[src/usb_rx_macros.svh]
`ifndef USB_RX_MACROS_SVH
`define USB_RX_MACROS_SVH

// Line sampling
`define USB_CLKS_PER_BIT 8

// Receive buffer entries
`define USB_FIFO_DEPTH 8

// Register bus
`define AXIL_ADDR_W 4
`define AXIL_DATA_W 32

`endif

[src/usb_types_pkg.sv]
`default_nettype none

package usb_types_pkg;

    typedef logic [7:0] usb_byte_t;
    typedef logic [15:0] usb_crc_t;

    // Low nibble of the PID byte
    typedef enum logic [3:0] {
        PID_OUT   = 4'b0001,
        PID_IN    = 4'b1001,
        PID_SOF   = 4'b0101,
        PID_SETUP = 4'b1101,
        PID_DATA0 = 4'b0011,
        PID_DATA1 = 4'b1011,
        PID_ACK   = 4'b0010,
        PID_NAK   = 4'b1010,
        PID_STALL = 4'b1110
    } usb_pid_t;

    // Class of the last packet, reported in status
    typedef enum logic [2:0] {
        PKT_NONE      = 3'd0,
        PKT_TOKEN     = 3'd1,
        PKT_DATA0     = 3'd2,
        PKT_DATA1     = 3'd3,
        PKT_HANDSHAKE = 3'd4,
        PKT_BAD_PID   = 3'd5
    } usb_packet_t;

    typedef enum logic [2:0] {
        ST_IDLE,
        ST_SYNC,
        ST_PID,
        ST_TOKEN_DATA,
        ST_DATA,
        ST_EOP_WAIT,
        ST_ERROR
    } usb_rx_state_t;

endpackage

`default_nettype wire

[src/usb_bus_pkg.sv]
`default_nettype none
`include "usb_rx_macros.svh"

package usb_bus_pkg;

    typedef logic [`AXIL_ADDR_W-1:0] axil_addr_t;
    typedef logic [`AXIL_DATA_W-1:0] axil_data_t;
    typedef logic [`AXIL_DATA_W/8-1:0] axil_strb_t;
    typedef logic [1:0] axil_resp_t;

    localparam axil_resp_t RESP_OKAY = 2'b00;
    localparam axil_resp_t RESP_SLVERR = 2'b10;

    // Register map
    localparam axil_addr_t REG_STATUS = 4'h0;
    localparam axil_addr_t REG_DATA = 4'h4;
    localparam axil_addr_t REG_CTRL = 4'h8;

endpackage

`default_nettype wire

[src/usb_line_decoder.sv]
`timescale 1ns/1ps
`default_nettype none
`include "usb_rx_macros.svh"

module usb_line_decoder (
    input  logic tb_clk,
    input  logic tb_n_rst,
    input  logic d_plus,
    input  logic d_minus,
    output logic bit_valid,
    output logic bit_value,
    output logic eop
);

    localparam int PHASE_W = $clog2(`USB_CLKS_PER_BIT);
    localparam logic [PHASE_W-1:0] PHASE_LAST = PHASE_W'(`USB_CLKS_PER_BIT - 1);
    localparam logic [PHASE_W-1:0] PHASE_MID = PHASE_W'(`USB_CLKS_PER_BIT / 2);

    logic dp_meta;
    logic dp_sync;
    logic dp_prev;
    logic dm_meta;
    logic dm_sync;
    logic dm_prev;
    logic [PHASE_W-1:0] phase;
    logic [1:0] se0_cnt;
    logic last_level;
    logic line_edge;
    logic sample;
    logic se0;

    // ****************************************
    // Synchroniser, line idles in J
    always_ff @(posedge tb_clk, negedge tb_n_rst) begin
        if (!tb_n_rst) begin
            dp_meta <= 1'b1;
            dp_sync <= 1'b1;
            dp_prev <= 1'b1;
            dm_meta <= 1'b0;
            dm_sync <= 1'b0;
            dm_prev <= 1'b0;
        end else begin
            dp_meta <= d_plus;
            dp_sync <= dp_meta;
            dp_prev <= dp_sync;
            dm_meta <= d_minus;
            dm_sync <= dm_meta;
            dm_prev <= dm_sync;
        end
    end

    assign line_edge = (dp_sync != dp_prev) || (dm_sync != dm_prev);
    assign sample = (phase == PHASE_MID) && !line_edge;
    assign se0 = !dp_sync && !dm_sync;

    // Bit phase restarts on every transition
    always_ff @(posedge tb_clk, negedge tb_n_rst) begin
        if (!tb_n_rst) begin
            phase <= '0;
        end else if (line_edge) begin
            phase <= PHASE_W'(1);
        end else if (phase == PHASE_LAST) begin
            phase <= '0;
        end else begin
            phase <= phase + 1'b1;
        end
    end

    // ****************************************
    // NRZI decode and SE0 counting
    always_ff @(posedge tb_clk, negedge tb_n_rst) begin
        if (!tb_n_rst) begin
            bit_valid <= 1'b0;
            bit_value <= 1'b0;
            eop <= 1'b0;
            se0_cnt <= '0;
            last_level <= 1'b1;
        end else begin
            bit_valid <= 1'b0;
            eop <= 1'b0;
            if (sample) begin
                if (se0) begin
                    if (se0_cnt != 2'd2) begin
                        se0_cnt <= se0_cnt + 1'b1;
                    end
                    if (se0_cnt == 2'd1) begin
                        eop <= 1'b1;
                        // Bus returns to J after the packet
                        last_level <= 1'b1;
                    end
                end else begin
                    se0_cnt <= '0;
                    bit_valid <= 1'b1;
                    bit_value <= (dp_sync == last_level);
                    last_level <= dp_sync;
                end
            end
        end
    end

    assert property (@(posedge tb_clk) disable iff (!tb_n_rst) !(bit_valid && eop));

endmodule

`default_nettype wire

[src/usb_crc16.sv]
`timescale 1ns/1ps
`default_nettype none

module usb_crc16 (
    input  logic tb_clk,
    input  logic tb_n_rst,
    input  logic crc_clear,
    input  logic crc_enable,
    input  logic bit_value,
    output logic crc_ok
);

    import usb_types_pkg::*;

    // x^16 + x^15 + x^2 + 1
    localparam usb_crc_t CRC_POLY = 16'h8005;
    localparam usb_crc_t CRC_RESIDUE = 16'h800D;

    usb_crc_t crc;
    logic feedback;

    assign feedback = crc[15] ^ bit_value;

    always_ff @(posedge tb_clk, negedge tb_n_rst) begin
        if (!tb_n_rst) begin
            crc <= '1;
        end else if (crc_clear) begin
            crc <= '1;
        end else if (crc_enable) begin
            crc <= {crc[14:0], 1'b0} ^ (feedback ? CRC_POLY : '0);
        end
    end

    // Data plus inverted CRC leaves the fixed residue
    assign crc_ok = (crc == CRC_RESIDUE);

endmodule

`default_nettype wire

[src/usb_rx_control.sv]
`timescale 1ns/1ps
`default_nettype none

module usb_rx_control (
    input  logic tb_clk,
    input  logic tb_n_rst,
    input  logic bit_valid,
    input  logic bit_value,
    input  logic eop,
    input  logic crc_ok,
    output logic crc_clear,
    output logic crc_enable,
    output logic w_enable,
    output usb_types_pkg::usb_byte_t w_data,
    output logic packet_done,
    output logic rx_error,
    output usb_types_pkg::usb_packet_t rx_packet
);

    import usb_types_pkg::*;

    // Seven zeros then a one, LSB first
    localparam usb_byte_t SYNC_PATTERN = 8'h80;

    usb_rx_state_t state;
    usb_byte_t shift;
    usb_byte_t byte_next;
    usb_byte_t dly0;
    usb_byte_t dly1;
    usb_pid_t pid_code;
    logic [2:0] bit_cnt;
    logic [1:0] fill;
    logic byte_done;
    logic payload_byte;
    logic pid_ok;
    logic end_error;

    assign byte_next = {bit_value, shift[7:1]};
    assign byte_done = bit_valid && (bit_cnt == 3'd7);
    assign payload_byte = byte_done && (state == ST_DATA || state == ST_TOKEN_DATA);
    assign pid_ok = (byte_next[7:4] == ~byte_next[3:0]);
    assign pid_code = usb_pid_t'(byte_next[3:0]);
    assign crc_clear = (state == ST_PID);
    assign crc_enable = bit_valid && (state == ST_DATA);

    always_comb begin
        case (state)
            ST_PID, ST_ERROR: end_error = 1'b1;
            ST_DATA: end_error = !crc_ok || (bit_cnt != 3'd0);
            ST_TOKEN_DATA: end_error = (bit_cnt != 3'd0);
            default: end_error = 1'b0;
        endcase
    end

    // ****************************************
    // Packet FSM
    always_ff @(posedge tb_clk, negedge tb_n_rst) begin
        if (!tb_n_rst) begin
            state <= ST_IDLE;
            shift <= '0;
            bit_cnt <= '0;
            fill <= '0;
            rx_packet <= PKT_NONE;
            w_enable <= 1'b0;
            packet_done <= 1'b0;
            rx_error <= 1'b0;
        end else begin
            w_enable <= 1'b0;
            packet_done <= 1'b0;
            rx_error <= 1'b0;
            if (eop) begin
                // A sync that never completed is just line noise
                if (state != ST_IDLE && state != ST_SYNC) begin
                    packet_done <= 1'b1;
                    rx_error <= end_error;
                end
                state <= ST_IDLE;
            end else if (bit_valid) begin
                shift <= byte_next;
                case (state)
                    ST_IDLE: begin
                        if (!bit_value) begin
                            state <= ST_SYNC;
                        end
                    end
                    ST_SYNC: begin
                        if (bit_value && byte_next == SYNC_PATTERN) begin
                            state <= ST_PID;
                            bit_cnt <= '0;
                            fill <= '0;
                            rx_packet <= PKT_NONE;
                        end else if (bit_value) begin
                            state <= ST_IDLE;
                        end
                    end
                    ST_PID: begin
                        bit_cnt <= bit_cnt + 1'b1;
                        if (byte_done && !pid_ok) begin
                            rx_packet <= PKT_BAD_PID;
                            state <= ST_ERROR;
                        end else if (byte_done) begin
                            case (pid_code)
                                PID_OUT, PID_IN, PID_SOF, PID_SETUP: begin
                                    rx_packet <= PKT_TOKEN;
                                    state <= ST_TOKEN_DATA;
                                end
                                PID_DATA0: begin
                                    rx_packet <= PKT_DATA0;
                                    state <= ST_DATA;
                                end
                                PID_DATA1: begin
                                    rx_packet <= PKT_DATA1;
                                    state <= ST_DATA;
                                end
                                PID_ACK, PID_NAK, PID_STALL: begin
                                    rx_packet <= PKT_HANDSHAKE;
                                    state <= ST_EOP_WAIT;
                                end
                                default: begin
                                    rx_packet <= PKT_BAD_PID;
                                    state <= ST_ERROR;
                                end
                            endcase
                        end
                    end
                    ST_TOKEN_DATA, ST_DATA: begin
                        bit_cnt <= bit_cnt + 1'b1;
                        if (byte_done && fill == 2'd2) begin
                            w_enable <= 1'b1;
                        end else if (byte_done) begin
                            fill <= fill + 1'b1;
                        end
                    end
                    // Handshakes carry no payload
                    ST_EOP_WAIT: state <= ST_ERROR;
                    default: ;
                endcase
            end
        end
    end

    // Two-byte delay keeps the CRC bytes out of the FIFO
    always_ff @(posedge tb_clk) begin
        if (payload_byte) begin
            dly0 <= byte_next;
            dly1 <= dly0;
            w_data <= dly1;
        end
    end

    assert property (@(posedge tb_clk) disable iff (!tb_n_rst)
        w_enable |-> (state == ST_DATA || state == ST_TOKEN_DATA));

endmodule

`default_nettype wire

[src/usb_rx_fifo.sv]
`timescale 1ns/1ps
`default_nettype none
`include "usb_rx_macros.svh"

module usb_rx_fifo (
    input  logic tb_clk,
    input  logic tb_n_rst,
    input  logic w_enable,
    input  usb_types_pkg::usb_byte_t w_data,
    input  logic r_enable,
    output usb_types_pkg::usb_byte_t r_data,
    output logic empty,
    output logic full,
    output logic overflow,
    input  logic clear_flags
);

    import usb_types_pkg::*;

    localparam int DEPTH = `USB_FIFO_DEPTH;
    localparam int PTR_W = $clog2(DEPTH);
    localparam int CNT_W = $clog2(DEPTH + 1);
    localparam logic [PTR_W-1:0] PTR_LAST = PTR_W'(DEPTH - 1);

    usb_byte_t mem [DEPTH];
    logic [PTR_W-1:0] w_ptr;
    logic [PTR_W-1:0] r_ptr;
    logic [CNT_W-1:0] count;
    logic do_write;
    logic do_read;

    assign empty = (count == '0);
    assign full = (count == CNT_W'(DEPTH));
    assign do_write = w_enable && !full;
    assign do_read = r_enable && !empty;
    assign r_data = mem[r_ptr];

    always_ff @(posedge tb_clk) begin
        if (do_write) begin
            mem[w_ptr] <= w_data;
        end
    end

    always_ff @(posedge tb_clk, negedge tb_n_rst) begin
        if (!tb_n_rst) begin
            w_ptr <= '0;
            r_ptr <= '0;
            count <= '0;
            overflow <= 1'b0;
        end else begin
            if (do_write) begin
                w_ptr <= (w_ptr == PTR_LAST) ? '0 : w_ptr + 1'b1;
            end
            if (do_read) begin
                r_ptr <= (r_ptr == PTR_LAST) ? '0 : r_ptr + 1'b1;
            end
            case ({do_write, do_read})
                2'b10: count <= count + 1'b1;
                2'b01: count <= count - 1'b1;
                default: ;
            endcase
            // Dropped byte wins over a clear in the same cycle
            if (w_enable && full) begin
                overflow <= 1'b1;
            end else if (clear_flags) begin
                overflow <= 1'b0;
            end
        end
    end

    assert property (@(posedge tb_clk) disable iff (!tb_n_rst) count <= CNT_W'(DEPTH));

endmodule

`default_nettype wire

[src/usb_rx_axil.sv]
`timescale 1ns/1ps
`default_nettype none

module usb_rx_axil (
    input  logic tb_clk,
    input  logic tb_n_rst,
    input  usb_bus_pkg::axil_addr_t awaddr,
    input  logic awvalid,
    output logic awready,
    input  usb_bus_pkg::axil_data_t wdata,
    input  usb_bus_pkg::axil_strb_t wstrb,
    input  logic wvalid,
    output logic wready,
    output usb_bus_pkg::axil_resp_t bresp,
    output logic bvalid,
    input  logic bready,
    input  usb_bus_pkg::axil_addr_t araddr,
    input  logic arvalid,
    output logic arready,
    output usb_bus_pkg::axil_data_t rdata,
    output usb_bus_pkg::axil_resp_t rresp,
    output logic rvalid,
    input  logic rready,
    input  usb_types_pkg::usb_byte_t fifo_data,
    input  logic fifo_empty,
    input  logic fifo_overflow,
    output logic fifo_pop,
    input  logic packet_done,
    input  logic rx_error,
    input  usb_types_pkg::usb_packet_t rx_packet,
    output logic clear_flags
);

    import usb_types_pkg::*;
    import usb_bus_pkg::*;

    usb_packet_t last_class;
    axil_data_t status_word;
    axil_data_t rd_value;
    axil_resp_t rd_resp;
    logic wr_hs;
    logic rd_hs;
    logic done_flag;
    logic error_flag;

    // Address and data are taken together
    assign wr_hs = awvalid && wvalid && !bvalid;
    assign awready = wr_hs;
    assign wready = wr_hs;
    assign arready = !rvalid;
    assign rd_hs = arvalid && arready;
    assign fifo_pop = rd_hs && (araddr == REG_DATA) && !fifo_empty;

    always_comb begin
        status_word = '0;
        status_word[0] = fifo_empty;
        status_word[1] = done_flag;
        status_word[2] = error_flag;
        status_word[3] = fifo_overflow;
        status_word[6:4] = last_class;
    end

    always_comb begin
        rd_value = '0;
        rd_resp = RESP_OKAY;
        case (araddr)
            REG_STATUS: rd_value = status_word;
            REG_DATA: rd_value = fifo_empty ? '0 : axil_data_t'(fifo_data);
            REG_CTRL: rd_value = '0;
            default: rd_resp = RESP_SLVERR;
        endcase
    end

    // ****************************************
    // Responses and sticky flags
    always_ff @(posedge tb_clk, negedge tb_n_rst) begin
        if (!tb_n_rst) begin
            rvalid <= 1'b0;
            rresp <= RESP_OKAY;
            bvalid <= 1'b0;
            bresp <= RESP_OKAY;
            clear_flags <= 1'b0;
            done_flag <= 1'b0;
            error_flag <= 1'b0;
            last_class <= PKT_NONE;
        end else begin
            clear_flags <= 1'b0;
            if (rd_hs) begin
                rvalid <= 1'b1;
                rresp <= rd_resp;
            end else if (rready) begin
                rvalid <= 1'b0;
            end
            if (wr_hs && awaddr == REG_CTRL) begin
                bvalid <= 1'b1;
                bresp <= RESP_OKAY;
                clear_flags <= wdata[0] && wstrb[0];
            end else if (wr_hs) begin
                bvalid <= 1'b1;
                bresp <= RESP_SLVERR;
            end else if (bready) begin
                bvalid <= 1'b0;
            end
            if (packet_done) begin
                done_flag <= 1'b1;
                last_class <= rx_packet;
            end else if (clear_flags) begin
                done_flag <= 1'b0;
            end
            if (rx_error) begin
                error_flag <= 1'b1;
            end else if (clear_flags) begin
                error_flag <= 1'b0;
            end
        end
    end

    always_ff @(posedge tb_clk) begin
        if (rd_hs) begin
            rdata <= rd_value;
        end
    end

    assert property (@(posedge tb_clk) disable iff (!tb_n_rst)
        rvalid && !rready |=> rvalid && $stable(rdata));

endmodule

`default_nettype wire

[src/usb_rx_top.sv]
`timescale 1ns/1ps
`default_nettype none

module usb_rx_top (
    input  logic tb_clk,
    input  logic tb_n_rst,
    input  logic d_plus,
    input  logic d_minus,
    input  usb_bus_pkg::axil_addr_t awaddr,
    input  logic awvalid,
    output logic awready,
    input  usb_bus_pkg::axil_data_t wdata,
    input  usb_bus_pkg::axil_strb_t wstrb,
    input  logic wvalid,
    output logic wready,
    output usb_bus_pkg::axil_resp_t bresp,
    output logic bvalid,
    input  logic bready,
    input  usb_bus_pkg::axil_addr_t araddr,
    input  logic arvalid,
    output logic arready,
    output usb_bus_pkg::axil_data_t rdata,
    output usb_bus_pkg::axil_resp_t rresp,
    output logic rvalid,
    input  logic rready
);

    import usb_types_pkg::*;

    logic bit_valid;
    logic bit_value;
    logic eop;
    logic crc_clear;
    logic crc_enable;
    logic crc_ok;
    logic w_enable;
    usb_byte_t w_data;
    usb_byte_t r_data;
    logic r_enable;
    logic empty;
    logic overflow;
    logic packet_done;
    logic rx_error;
    usb_packet_t rx_packet;
    logic clear_flags;

    usb_line_decoder i_decoder (
        .tb_clk    (tb_clk),
        .tb_n_rst  (tb_n_rst),
        .d_plus    (d_plus),
        .d_minus   (d_minus),
        .bit_valid (bit_valid),
        .bit_value (bit_value),
        .eop       (eop)
    );

    usb_crc16 i_crc (
        .tb_clk     (tb_clk),
        .tb_n_rst   (tb_n_rst),
        .crc_clear  (crc_clear),
        .crc_enable (crc_enable),
        .bit_value  (bit_value),
        .crc_ok     (crc_ok)
    );

    usb_rx_control i_control (
        .tb_clk      (tb_clk),
        .tb_n_rst    (tb_n_rst),
        .bit_valid   (bit_valid),
        .bit_value   (bit_value),
        .eop         (eop),
        .crc_ok      (crc_ok),
        .crc_clear   (crc_clear),
        .crc_enable  (crc_enable),
        .w_enable    (w_enable),
        .w_data      (w_data),
        .packet_done (packet_done),
        .rx_error    (rx_error),
        .rx_packet   (rx_packet)
    );

    // Control never stalls, so full stays unconnected
    usb_rx_fifo i_fifo (
        .tb_clk      (tb_clk),
        .tb_n_rst    (tb_n_rst),
        .w_enable    (w_enable),
        .w_data      (w_data),
        .r_enable    (r_enable),
        .r_data      (r_data),
        .empty       (empty),
        .full        (),
        .overflow    (overflow),
        .clear_flags (clear_flags)
    );

    usb_rx_axil i_axil (
        .tb_clk        (tb_clk),
        .tb_n_rst      (tb_n_rst),
        .awaddr        (awaddr),
        .awvalid       (awvalid),
        .awready       (awready),
        .wdata         (wdata),
        .wstrb         (wstrb),
        .wvalid        (wvalid),
        .wready        (wready),
        .bresp         (bresp),
        .bvalid        (bvalid),
        .bready        (bready),
        .araddr        (araddr),
        .arvalid       (arvalid),
        .arready       (arready),
        .rdata         (rdata),
        .rresp         (rresp),
        .rvalid        (rvalid),
        .rready        (rready),
        .fifo_data     (r_data),
        .fifo_empty    (empty),
        .fifo_overflow (overflow),
        .fifo_pop      (r_enable),
        .packet_done   (packet_done),
        .rx_error      (rx_error),
        .rx_packet     (rx_packet),
        .clear_flags   (clear_flags)
    );

endmodule

`default_nettype wire

[config.mk]
export PLATFORM = sky130hd
export DESIGN_NAME = usb_rx_top
export DESIGN_NICKNAME = d
export VERILOG_FILES = /design/src/usb_types_pkg.sv /design/src/usb_bus_pkg.sv /design/src/usb_line_decoder.sv /design/src/usb_crc16.sv /design/src/usb_rx_control.sv /design/src/usb_rx_fifo.sv /design/src/usb_rx_axil.sv /design/src/usb_rx_top.sv
export VERILOG_INCLUDE_DIRS = /design/src
export SDC_FILE = /design/constraint.sdc
export NUM_CORES = 1
export LEC_CHECK = 0
export ABC_AREA = 1
export BUFFER_PORTS_ARGS = -buffer_cell sky130_fd_sc_hd__buf_2
export CAP_MARGIN = 5
export CORE_UTILIZATION = 40
export CTS_CLUSTER_SIZE = 20
export DETAILED_ROUTE_END_ITERATION = 10
export GPL_TIMING_DRIVEN = 0
export HOLD_SLACK_MARGIN = 0.1
export PLACE_DENSITY = 0.6
export SLEW_MARGIN = 5
export SYNTH_ARGS = -nofsm -noshare
export SYNTH_HDL_FRONTEND = slang
export SYNTH_SLANG_ARGS = --single-unit
[constraint.sdc]
create_clock -name tb_clk -period 4.8 [get_ports tb_clk]
set_input_delay 0.96 -clock tb_clk [delete_from_list [all_inputs] [get_ports tb_clk]]
set_output_delay 0.96 -clock tb_clk [all_outputs]
set_load 0.005 [all_outputs]
==> impl_metrics.tcl, run 1 <==
set metrics [dict create \
    netlist_top_cells_area "edfxtp_1, dfrtp_1, dfstp_2, nand2_1, o21ai_0" \
    highest_layer "met4" \
    wire_per_inst_um 14.3 \
    cpPeakStageDelay_ns 0.33 \
    leakagePower_nw 3.73 \
    avgViaCountPerCell 4.89 \
    dp_hpwl_um 10000 \
    root_buffer "clkbuf_16" \
    mostFrequentLayoutCells "nand2_1, edfxtp_1, nor2_1" \
    grt_pass1_wl_um 24100 \
    intPower_mw 2.50 \
    io_buffers 33 \
    hold_viol 0 \
    ir_drop_mv 0.252 \
    ant_nets 0 \
    r2r_start "i_fifo.count[2]" \
    core_area_um2 18100 \
    wl_um 14400 \
    drtIter0Drc 326 \
    drive_above_1_share_pct 18.8 \
    ys_warn_count 0 \
    layout_commonest_cell "nand2_1" \
    period_share_pct 52.8 \
    power_switching_mw 1.02 \
    skew_ns 0.0104 \
    placed_area_um2 7990 \
    firstDrtPassIters 9 \
    worst-setup-path-type "in2reg" \
    ios 94 \
    clk_path_buf_depth 2 \
    synthArstFlopShare_pct 43.2 \
    path_cells "buf_2 > nor2_1 > nand4_1 > nor2_2 > ha_1 > xor2_1 > ha_1 > a21oi_1 > xor2_1 > o21ai_0" \
    synth_top_area_share_pct 38.9 \
    clk_latency_ns 0.42 \
    yosys_most_used_dff "edfxtp_1" \
    cts_tree "built" \
    r2r_slack_ns 2.39 \
    comb_power_share_pct 17.0 \
    status "finished, violations left" \
    htreeDepth 4 \
    grt_pass1_vias 4897 \
    crit_required_ns 5.14 \
    tightest_slew_ns 1.14 \
    final_nets 839 \
    switching_share_pct 29.0 \
    wl_met2_um 7270 \
    p_clk_share_pct 36.8 \
    synth_top_area_cell "edfxtp_1" \
    gr-total-overflow 0 \
    die_h_um 138 \
    antennaDiodeCount 0 \
    seqPwrFrac_pct 46.2 \
    crit_arrival_ns 2.88 \
    finish.instance_area_um2 8560 \
    tns_ns 0 \
    p_per_area_nw_per_um2 412 \
    hold_buffers 0 \
    grt_antenna_before_repair 0 \
    wirelength_met1_um 6080 \
    drv_slew 0 \
    holdPathStages 0 \
    vias 4923 \
    timing.rr.end "i_fifo.mem[0][2]" \
    relSlewSlack_pct 23.9 \
    min_to "i_decoder.dm_sync" \
    synthCells 687 \
    die-area_um2 19100 \
    critPathLaunchType "primary input" \
    fmax_mhz 395 \
    ys_seq_elements 169 \
    met3WireLength_um 764 \
    cts-resized-gates 0 \
    min_from "i_decoder.dm_meta" \
    slowest_stage "nor2_2" \
    clk_pin_slew_ns 0.07 \
    netlist_area_um2 7420 \
    final.min_clock_period_ns 2.53 \
    postCtsSetupBuffers 0 \
    drc 8 \
    finalSetupViolations 0 \
    start_util_pct 41.0 \
    cp_top_family "simple AND/OR/NAND/NOR gates" \
    cp-end-kind "flip-flop" \
    maxCapViolCount 0 \
    violations "design-rule violations" \
    synth_enable_flop_cells 96 \
    gp_congestion 0.824 \
    areaGrowthSynthToFinish_pct 15.4 \
    hp-class "reg2reg" \
    yosysSeqAreaShare_pct 63.8 \
    cts_buffers 17 \
    rsz0062_at_grt "false" \
    crit_path_max_fanout 8 \
    grt_max_degree 48 \
    rows 49 \
    cp.buffers_inverters 1 \
    reg2regPathDepth 5 \
    die_x_um 138 \
    numClockSinks 169 \
    yosysUniqueCellTypes 40 \
    track_usage_pct 16.2 \
    avgSynthCellArea_um2 10.8 \
]
flip-flops by register name (all words and copies together), names as in the netlist, 2 cells and up:
signal / flops
i_axil.last_class: 3
i_axil.rdata: 8
i_control.bit_cnt: 3
i_control.dly0: 8
i_control.dly1: 8
i_control.fill: 2
i_control.rx_packet: 3
i_control.shift: 7
i_control.state: 3
i_control.w_data: 8
i_crc.crc: 16
i_decoder.phase: 3
i_decoder.se0_cnt: 2
i_fifo.count: 4
i_fifo.mem: 64
i_fifo.r_ptr: 3
i_fifo.w_ptr: 3
layout make-up:
class | instances | area (um^2)
Multi-Input combinational cell | 420 | 2190
Clock buffer | 17 | 425
Sequential cell | 169 | 4730
Timing Repair Buffer | 34 | 195
Fill cell | 1616 | 9530
Clock inverter | 15 | 139
Inverter | 82 | 308
Tap cell | 229 | 287
Buffer | 41 | 273
metrics by stage:
step	worst slack [ns]	utilization [%]	cells	hold slack [ns]	total power, mW
finish	2.27	47.3	1007	0.354	3.53
global route	2.15	47.3	1007	0.360	3.71
CTS	2.30	47.3	1007	0.359	3.56
detailed placement	1.84	44.2	975	0.336	2.25
global placement	1.99	44.0	974	0.344	2.23
floorplan	2.30	-	712	0.331	2.05
worst max-delay path by stage:
stage	slack (ns)	end	depth (start not counted)	from
4_1_cts	2.30	i_fifo.count[2]	10	araddr[1]
3_3_place_gp	1.99	i_fifo.count[2]	10	araddr[1]
3_5_place_dp	1.84	i_fifo.count[2]	10	araddr[1]
2_1_floorplan	2.30	i_fifo.count[2]	9	araddr[1]
6_report	2.27	i_fifo.count[2]	10	araddr[1]
5_1_grt	2.15	i_fifo.count[2]	10	araddr[1]
Yosys cell counts (all sizes together) (5+ instances only):
| library cell | n |
|---|---|
| a22oi | 13 |
| o211ai | 11 |
| edfxtp | 96 |
| o21ai | 76 |
| dfstp | 20 |
| o22ai | 5 |
| inv | 82 |
| nand4 | 8 |
| dfrtp | 53 |
| ha | 21 |
| nand2 | 116 |
| a21oi | 17 |
| nor2 | 83 |
| clkbuf | 6 |
| buf | 35 |
| nand3 | 22 |
power by group through the flow:
stage | Clock [mW] | Sequential [mW] | Combinational [mW]
5_1_grt | 1.39 | 1.64 | 0.682
3_5_place_dp | 0 | 1.66 | 0.592
6_report | 1.30 | 1.63 | 0.600
3_3_place_gp | 0 | 1.65 | 0.574
2_1_floorplan | 0 | 1.64 | 0.410
4_1_cts | 1.33 | 1.63 | 0.598
layer usage:
layer	vias up	track usage, %
met5	-	0
met4	0	6.51
met3	19	4.05
met2	131	28.2
met1	2350	19.3
li1	2423	-
cells by family (layout without fill, tap and decap cells):
family / Yosys count / after routing / synth area share (%)
and+or+nand+nor: 237 / 237 / 13.8
other: 1 / 26 / 0.0506
DFF: 169 / 169 / 63.8
buffers and inverters: 123 / 189 / 7.83
AOI/OAI and AO/OA: 129 / 129 / 10.1
xor gates and xnor gates: 7 / 7 / 0.827
adders and majority gates: 21 / 21 / 3.54
No activity file was read; power rests on OpenSTA's default activity.
==> inputs of run 2 (changes only) <==
--- a/config.mk
+++ b/config.mk
@@ -6,7 +6,7 @@
 export SDC_FILE = /design/constraint.sdc
 export NUM_CORES = 1
 export LEC_CHECK = 0
-export ABC_AREA = 1
+export ABC_AREA = 0
 export BUFFER_PORTS_ARGS = -buffer_cell sky130_fd_sc_hd__buf_2
 export CAP_MARGIN = 5
 export CORE_UTILIZATION = 40
@@ -14,7 +14,7 @@
 export DETAILED_ROUTE_END_ITERATION = 10
 export GPL_TIMING_DRIVEN = 0
 export HOLD_SLACK_MARGIN = 0.1
-export PLACE_DENSITY = 0.6
+export PLACE_DENSITY = 0.62
 export SLEW_MARGIN = 5
 export SYNTH_ARGS = -nofsm -noshare
 export SYNTH_HDL_FRONTEND = slang
==> constraint.sdc (replaced) <==
create_clock -name tb_clk -period 2.2 [get_ports tb_clk]
set_input_delay 0.44 -clock tb_clk [delete_from_list [all_inputs] [get_ports tb_clk]]
set_output_delay 0.44 -clock tb_clk [all_outputs]
set_load 0.005 [all_outputs]
==> run 2 against run 1 <==
Against the previous run:
- the flow finishes with violations (negative setup slack)
- wire length is 7.1% lower
- non-clock buffer count increased by 13
- sequential power increased by 110%
- power up 100%
- combinational power is 36% higher
- global-route usage shrank 1.2 points
- count of clock-buffer cells in the layout grew 2
- synthesized area is 1.5% lower
==> impl_metrics.tcl, run 2 <==
set metrics [dict create \
    top_register "i_fifo.mem" \
    worst-setup-path-type "reg2reg" \
    period_share_pct 101 \
    rows 49 \
    fmax_mhz 449 \
    drive_above_1_share_pct 29.6 \
    cp.buffers_inverters 0 \
    avgViaCountPerCell 4.96 \
    die_x_um 137 \
    die-area_um2 18800 \
    violations "negative setup slack" \
    drc 0 \
    drtIter0Drc 267 \
    status "finished, violations left" \
    hp-class "in2reg" \
    mostFrequentLayoutCells "edfxtp_1, dfrtp_1, nand2_1" \
    crit_required_ns 2.50 \
    multi_input_area_um2 2410 \
    avgSynthCellArea_um2 13.8 \
    rsz0062_at_grt "true" \
    relSlewSlack_pct 33.2 \
    critPathLaunchType "flip-flop" \
    cts_tree "built" \
    p_per_area_nw_per_um2 835 \
    cp_top_family "simple AND/OR/NAND/NOR gates" \
    numClockSinks 169 \
    cpPeakStageDelay_ns 0.54 \
    fin_ws_ns -0.0277 \
    htreeDepth 4 \
    grt_pass1_wl_um 21000 \
    firstDrtPassIters 4 \
    ys_warn_count 0 \
    finalSetupViolations 1 \
    ys_seq_elements 169 \
    core_area_um2 17900 \
    layout_commonest_cell "edfxtp_1" \
    synthArstFlopShare_pct 43.2 \
    antennaDiodeCount 0 \
    cp-end-kind "flip-flop" \
    wirelength_met1_um 5870 \
    cts_buffers 17 \
    areaGrowthSynthToFinish_pct 18.2 \
    final_nets 692 \
    synth_top_area_share_pct 39.5 \
    r2r_start "i_fifo.count[1]" \
    crit_path_max_fanout 4 \
    fill_cells 1568 \
    wire_per_inst_um 15.5 \
    final.min_clock_period_ns 2.23 \
    hold-worst-slack_ns 0.118 \
    dp_hpwl_um 9080 \
    yosysUniqueCellTypes 60 \
    grt_antenna_before_repair 0 \
    synth_top_area_cell "edfxtp_1" \
    yosys_most_used_dff "edfxtp_1" \
    wl_um 13400 \
    grt_max_degree 42 \
    netlist_top_cells_area "edfxtp_1, dfrtp_1, dfstp_2, mux4_2, ha_1" \
    clk_path_buf_depth 2 \
    largest_registers "i_fifo.mem: 64 flops, i_crc.crc: 16 flops" \
    drv_slew 0 \
    leakagePower_nw 3.52 \
    slowest_stage "or4_4" \
    synth_enable_flop_cells 96 \
    min_to "i_decoder.dp_meta" \
    netlist_area_um2 7300 \
    tns_ns -0.0277 \
    track_usage_pct 15.1 \
    root_buffer "clkbuf_16" \
    synth.most_common_cell "edfxtp_1" \
    ir_drop_mv 0.676 \
    largest_reg_flops 64 \
    gp_congestion 0.816 \
    clk_pin_slew_ns 0.06 \
    io_buffers 33 \
    highest_layer "met4" \
    tightest_slew_ns 0.993 \
    r2r_slack_ns -0.03 \
    hold_viol 0 \
    min_from "d_plus" \
    clk_latency_ns 0.43 \
    reg2regPathDepth 10 \
    path_cells "or4_4 > nand3_4 > nor2_4 > ha_4 > xor2_2 > ha_2 > a21oi_2 > xor2_1 > nor2_1 > xor2_1" \
    ios 94 \
    yosysSeqAreaShare_pct 64.8 \
    die_h_um 137 \
    ant_nets 0 \
    skew_ns 0.0125 \
    timing.rr.end "i_fifo.count[2]" \
    start_util_pct 40.8 \
    crit_arrival_ns 2.53 \
    met3WireLength_um 439 \
    grt_pass1_vias 4122 \
    regArea_um2 4740 \
    synthCells 530 \
    maxCapViolCount 0 \
    holdPathStages 1 \
    wl_met2_um 6890 \
    synth_commonest_cells "edfxtp_1, dfrtp_1, nand2_1" \
    critPathMostFrequentCell "xor2_1" \
    gr-total-overflow 0 \
    vias 4264 \
    finalPower_mw 7.21 \
]
[run 2: cell count changes after synthesis, sizes merged, moves of 11 or more]
cell | previous run | this run
mux4 | 0 | 16
o21ai | 76 | 34
a22oi | 13 | 0
inv | 82 | 18
mux2 | 0 | 13
nand3 | 22 | 4
nand2 | 116 | 50
mux2i | 0 | 12
o211ai | 11 | 0
nor2 | 83 | 46
[run 2: metal layers]
metal / vias up / track usage, %
met5: - / 0
met4: 0 / 5.43
met3: 12 / 3.67
met2: 60 / 24.8
met1: 2145 / 19.3
li1: 2047 / -
[run 2: cells by family (layout without fill, tap and decap cells)]
kind of cell / count (synthesis) / count (layout) / share of synthesized area [%]
AND/OR/NAND/NOR: 147 / 148 / 9.58
adder cells (fa/ha/maj): 21 / 21 / 3.60
AO/OA/AOI/OAI: 74 / 74 / 6.53
other: 1 / 26 / 0.0514
XOR/XNOR: 14 / 14 / 1.78
multiplexers: 41 / 41 / 8.58
buffers and inverters: 63 / 138 / 5.04
flip-flops: 169 / 169 / 64.8
[run 2: worst max-delay path by stage]
stage                             from             endpoint  slack (ns)  cells after the start
floorplan              i_fifo.count[0]      i_fifo.count[2]       0.003                     10
global placement       i_fifo.count[1]     i_fifo.mem[0][3]       -0.67                      4
detailed placement  i_control.state[1]  i_control.w_data[3]       -0.24                      4
CTS                    i_fifo.count[1]      i_fifo.count[2]       -0.11                     10
global route           i_fifo.count[1]      i_fifo.count[2]       -0.14                     10
finish                 i_fifo.count[1]      i_fifo.count[2]       -0.03                     10
[run 2: stage by stage]
step / setup slack, ns / util [%] / instance area [um^2] / cells
global route: -0.143 / 48.2 / 8630 / 860
CTS: -0.111 / 47.7 / 8540 / 854
detailed placement: -0.240 / 44.3 / 7920 / 819
global placement: -0.671 / 43.9 / 7870 / 817
finish: -0.0277 / 48.2 / 8630 / 860
floorplan: 0.00301 / - / 7420 / 555
[run 2: cell type report]
| cell class | count | share of cell area [%] |
|---|---|---|
| Clock buffer | 19 | 5.01 |
| Multi-Input combinational cell | 324 | 27.9 |
| Tap cell | 229 | 3.32 |
| Timing Repair Buffer | 43 | 2.99 |
| Inverter | 18 | 0.782 |
| Clock inverter | 13 | 1.65 |
| Buffer | 45 | 3.52 |
| Sequential cell | 169 | 54.9 |
[run 2: worst reg2reg max path, stage by stage, from the launching register on]
cell,delay (ns)
dfrtp_2,0.43
or4_4,0.54
nand3_4,0.11
nor2_4,0.06
ha_4,0.19
xor2_2,0.14
ha_2,0.17
a21oi_2,0.11
xor2_1,0.15
nor2_1,0.07
xor2_1,0.14
[run 2: where the power goes]
part / internal, mW / switching, mW
clock: 1.68 / 1.23
sequential: 3.42 / 0.0637
combinational: 0.406 / 0.410
total: 5.50 / 1.71
[run 2: what timing repair did]
action | 4_1_cts | 5_1_grt
endpoints found under the hold margin | 24 | 0
gates cloned | 0 | 1
hold buffers | 1 | 0
endpoints found under the setup margin | 27 | 31
gates resized for setup | 5 | 12
pin swaps | 0 | 7
setup buffers | 2 | 5
==> inputs of run 3 (changes only) <==
--- a/config.mk
+++ b/config.mk
@@ -9,12 +9,14 @@
 export ABC_AREA = 0
 export BUFFER_PORTS_ARGS = -buffer_cell sky130_fd_sc_hd__buf_2
 export CAP_MARGIN = 5
+export CORE_ASPECT_RATIO = 0.5
 export CORE_UTILIZATION = 40
 export CTS_CLUSTER_SIZE = 20
 export DETAILED_ROUTE_END_ITERATION = 10
 export GPL_TIMING_DRIVEN = 0
 export HOLD_SLACK_MARGIN = 0.1
 export PLACE_DENSITY = 0.62
+export SKIP_LAST_GASP = 1
 export SLEW_MARGIN = 5
 export SYNTH_ARGS = -nofsm -noshare
 export SYNTH_HDL_FRONTEND = slang
==> run 3 against run 2 <==
Against the previous run:
- the run ends with design-rule violations left
- count of clock-buffer cells in the layout did not move
- cell area rose by 0.58%
- power rose by 2.7%
- setup slack improved by 0.067 ns
- clock skew rose by 0.0014 ns
- core utilization rose by 1.1 points
- sequential power barely moved
- flip-flop and latch count did not move
- wire length fell by 4.4%
- global-route usage fell by 0.38 points
- largest cell class unchanged
==> impl_metrics.tcl, run 3 (synthesized netlist as in run 2, its figures left out) <==
set metrics [dict create \
    status "finished, violations left" \
    violations "design-rule violations" \
    met2_usage_pct 22.7 \
    tightest_slew_ns 1.07 \
    globalRouteMet3Util_pct 2.96 \
    dp_hpwl_um 8690 \
    track_usage_pct 14.7 \
    gp_congestion 0.792 \
    rsz0062_at_grt "true" \
    reg2regPathDepth 10 \
    leakagePower_nw 3.56 \
    cpPeakStageDelay_ns 0.57 \
    skew_ns 0.0139 \
    antennaDiodeCount 0 \
    grt_max_degree 39 \
    holdPathStages 1 \
    clk_latency_ns 0.42 \
    post-place-cells 824 \
    clk_path_buf_depth 2 \
    drv_slew 0 \
    final_nets 693 \
    critPathMostFrequentCell "xor2_1" \
    cts_buffers 17 \
    io_buffers 33 \
    root_buffer "clkbuf_16" \
    start_util_pct 41.5 \
    use_met1_pct 20.7 \
    hold-worst-slack_ns 0.131 \
    die_h_um 97.5 \
    critPathLaunchType "flip-flop" \
    ios 94 \
    ir_drop_mv 0.485 \
    ant_nets 0 \
    areaGrowthSynthToFinish_pct 18.9 \
    firstDrtPassIters 7 \
    worst-setup-path-type "reg2reg" \
    largest_reg_flops 64 \
    rows 34 \
    grt_pass1_wl_um 21100 \
    clk_pin_slew_ns 0.07 \
    utilization_pct 49.3 \
    hold_viol 0 \
    cp-end-kind "flip-flop" \
    htreeDepth 4 \
    period_share_pct 98.2 \
    fin_cells 866 \
    crit_path_max_fanout 3 \
    crit_required_ns 2.50 \
    slowest_stage "or4_4" \
    crit_arrival_ns 2.46 \
    drive_above_1_share_pct 29.6 \
    gr-total-overflow 0 \
    layout_commonest_cell "edfxtp_1" \
    maxCapViolCount 0 \
    vias 4209 \
    die_x_um 193 \
    cts_tree "built" \
    die-area_um2 18800 \
    grt_pass1_vias 4151 \
    final.min_clock_period_ns 2.16 \
    finalSetupViolations 0 \
    hp-class "in2reg" \
    p_per_area_nw_per_um2 853 \
    numClockSinks 169 \
    top_register "i_fifo.mem" \
    grt-busiest-layer "met2" \
    fmax_mhz 463 \
    path_cells "or4_4 > nand3_4 > nor2_4 > ha_4 > xor2_2 > ha_2 > a21oi_2 > xor2_1 > nor2_1 > xor2_1" \
    core_area_um2 17600 \
    avgViaCountPerCell 4.86 \
    drtIter0Drc 248 \
    drc 2 \
    grt_antenna_before_repair 0 \
    relSlewSlack_pct 28.3 \
    wl_um 12800 \
    mostFrequentLayoutCells "edfxtp_1, dfrtp_1, nand2_1" \
    largest_registers "i_fifo.mem: 64 flops, i_crc.crc: 16 flops" \
    wire_per_inst_um 14.8 \
]
## run 3: cell types whose count changed in the layout (fill, tap and decap cells not counted), sizes merged
cell,delta
buf,+1
dlygate4sd3,+1
nor2,-1
clkinvlp,-3
clkinv,+1
bufinv,+1
inv,+1
## run 3: metal layers
metal	wire length, um	vias up
li1	-	2048
met1	6230	2075
met2	5940	73
met3	473	13
met4	140	0
met5	0	-
## run 3: layout make-up
type / instances / area (um^2)
fillers: 1523 / 8930
flip-flops and latches: 169 / 4740
multi-input cells: 323 / 2380
clock buffers: 19 / 443
plain buffers: 45 / 304
well taps: 234 / 293
repair buffers: 45 / 275
clock inverters: 13 / 183
inverters: 18 / 67.6
## run 3: power by group
part	leakage (nW)	internal (mW)	switching, mW
registers	1.87	3.41	0.0587
logic	1.38	0.394	0.403
clock network	0.304	1.85	1.28
## run 3: repair_timing
| action | in CTS | in global routing |
|---|---|---|
| gates cloned | 0 | 0 |
| endpoints found under the hold margin | 35 | 0 |
| hold buffers | 2 | 0 |
| setup endpoints to repair | 35 | 11 |
| setup buffers | 7 | 1 |
| resized for setup | 10 | 4 |
| pin swaps | 7 | 7 |
## run 3: stage by stage
step | power (mW) | setup slack [ns] | instance area (um^2) | setup TNS, ns
floorplan | 4.06 | 0.00301 | 7420 | 0
global placement | 4.25 | -0.734 | 7870 | -18.23
detailed placement | 4.27 | -0.232 | 7930 | -6.96
CTS | 7.47 | -0.00932 | 8670 | -0.00932
global route | 7.70 | -0.0681 | 8680 | -0.128
finish | 7.41 | 0.0389 | 8680 | 0
## run 3: worst max-delay path, delay by kind of cell (launching register included)
kind / cells / cell delay [ns]
AO/OA/AOI/OAI: 1 / 0.11
XOR/XNOR: 3 / 0.41
adder cells (fa/ha/maj): 2 / 0.36
flip-flops: 1 / 0.40
AND/OR/NAND/NOR: 4 / 0.77
## run 3: worst paths after layout
check                      slack, ns         startpoint                end
hold reg to reg                 0.36  i_decoder.dp_meta  i_decoder.dp_sync
min in group asynchronous       0.53           tb_n_rst    i_axil.rresp[1]
setup reg to reg                0.04    i_fifo.count[3]    i_fifo.count[2]
setup / recovery                0.04    i_fifo.count[3]    i_fifo.count[2]
max in group asynchronous       1.04           tb_n_rst       i_crc.crc[1]
hold / removal                  0.13            d_minus  i_decoder.dm_meta
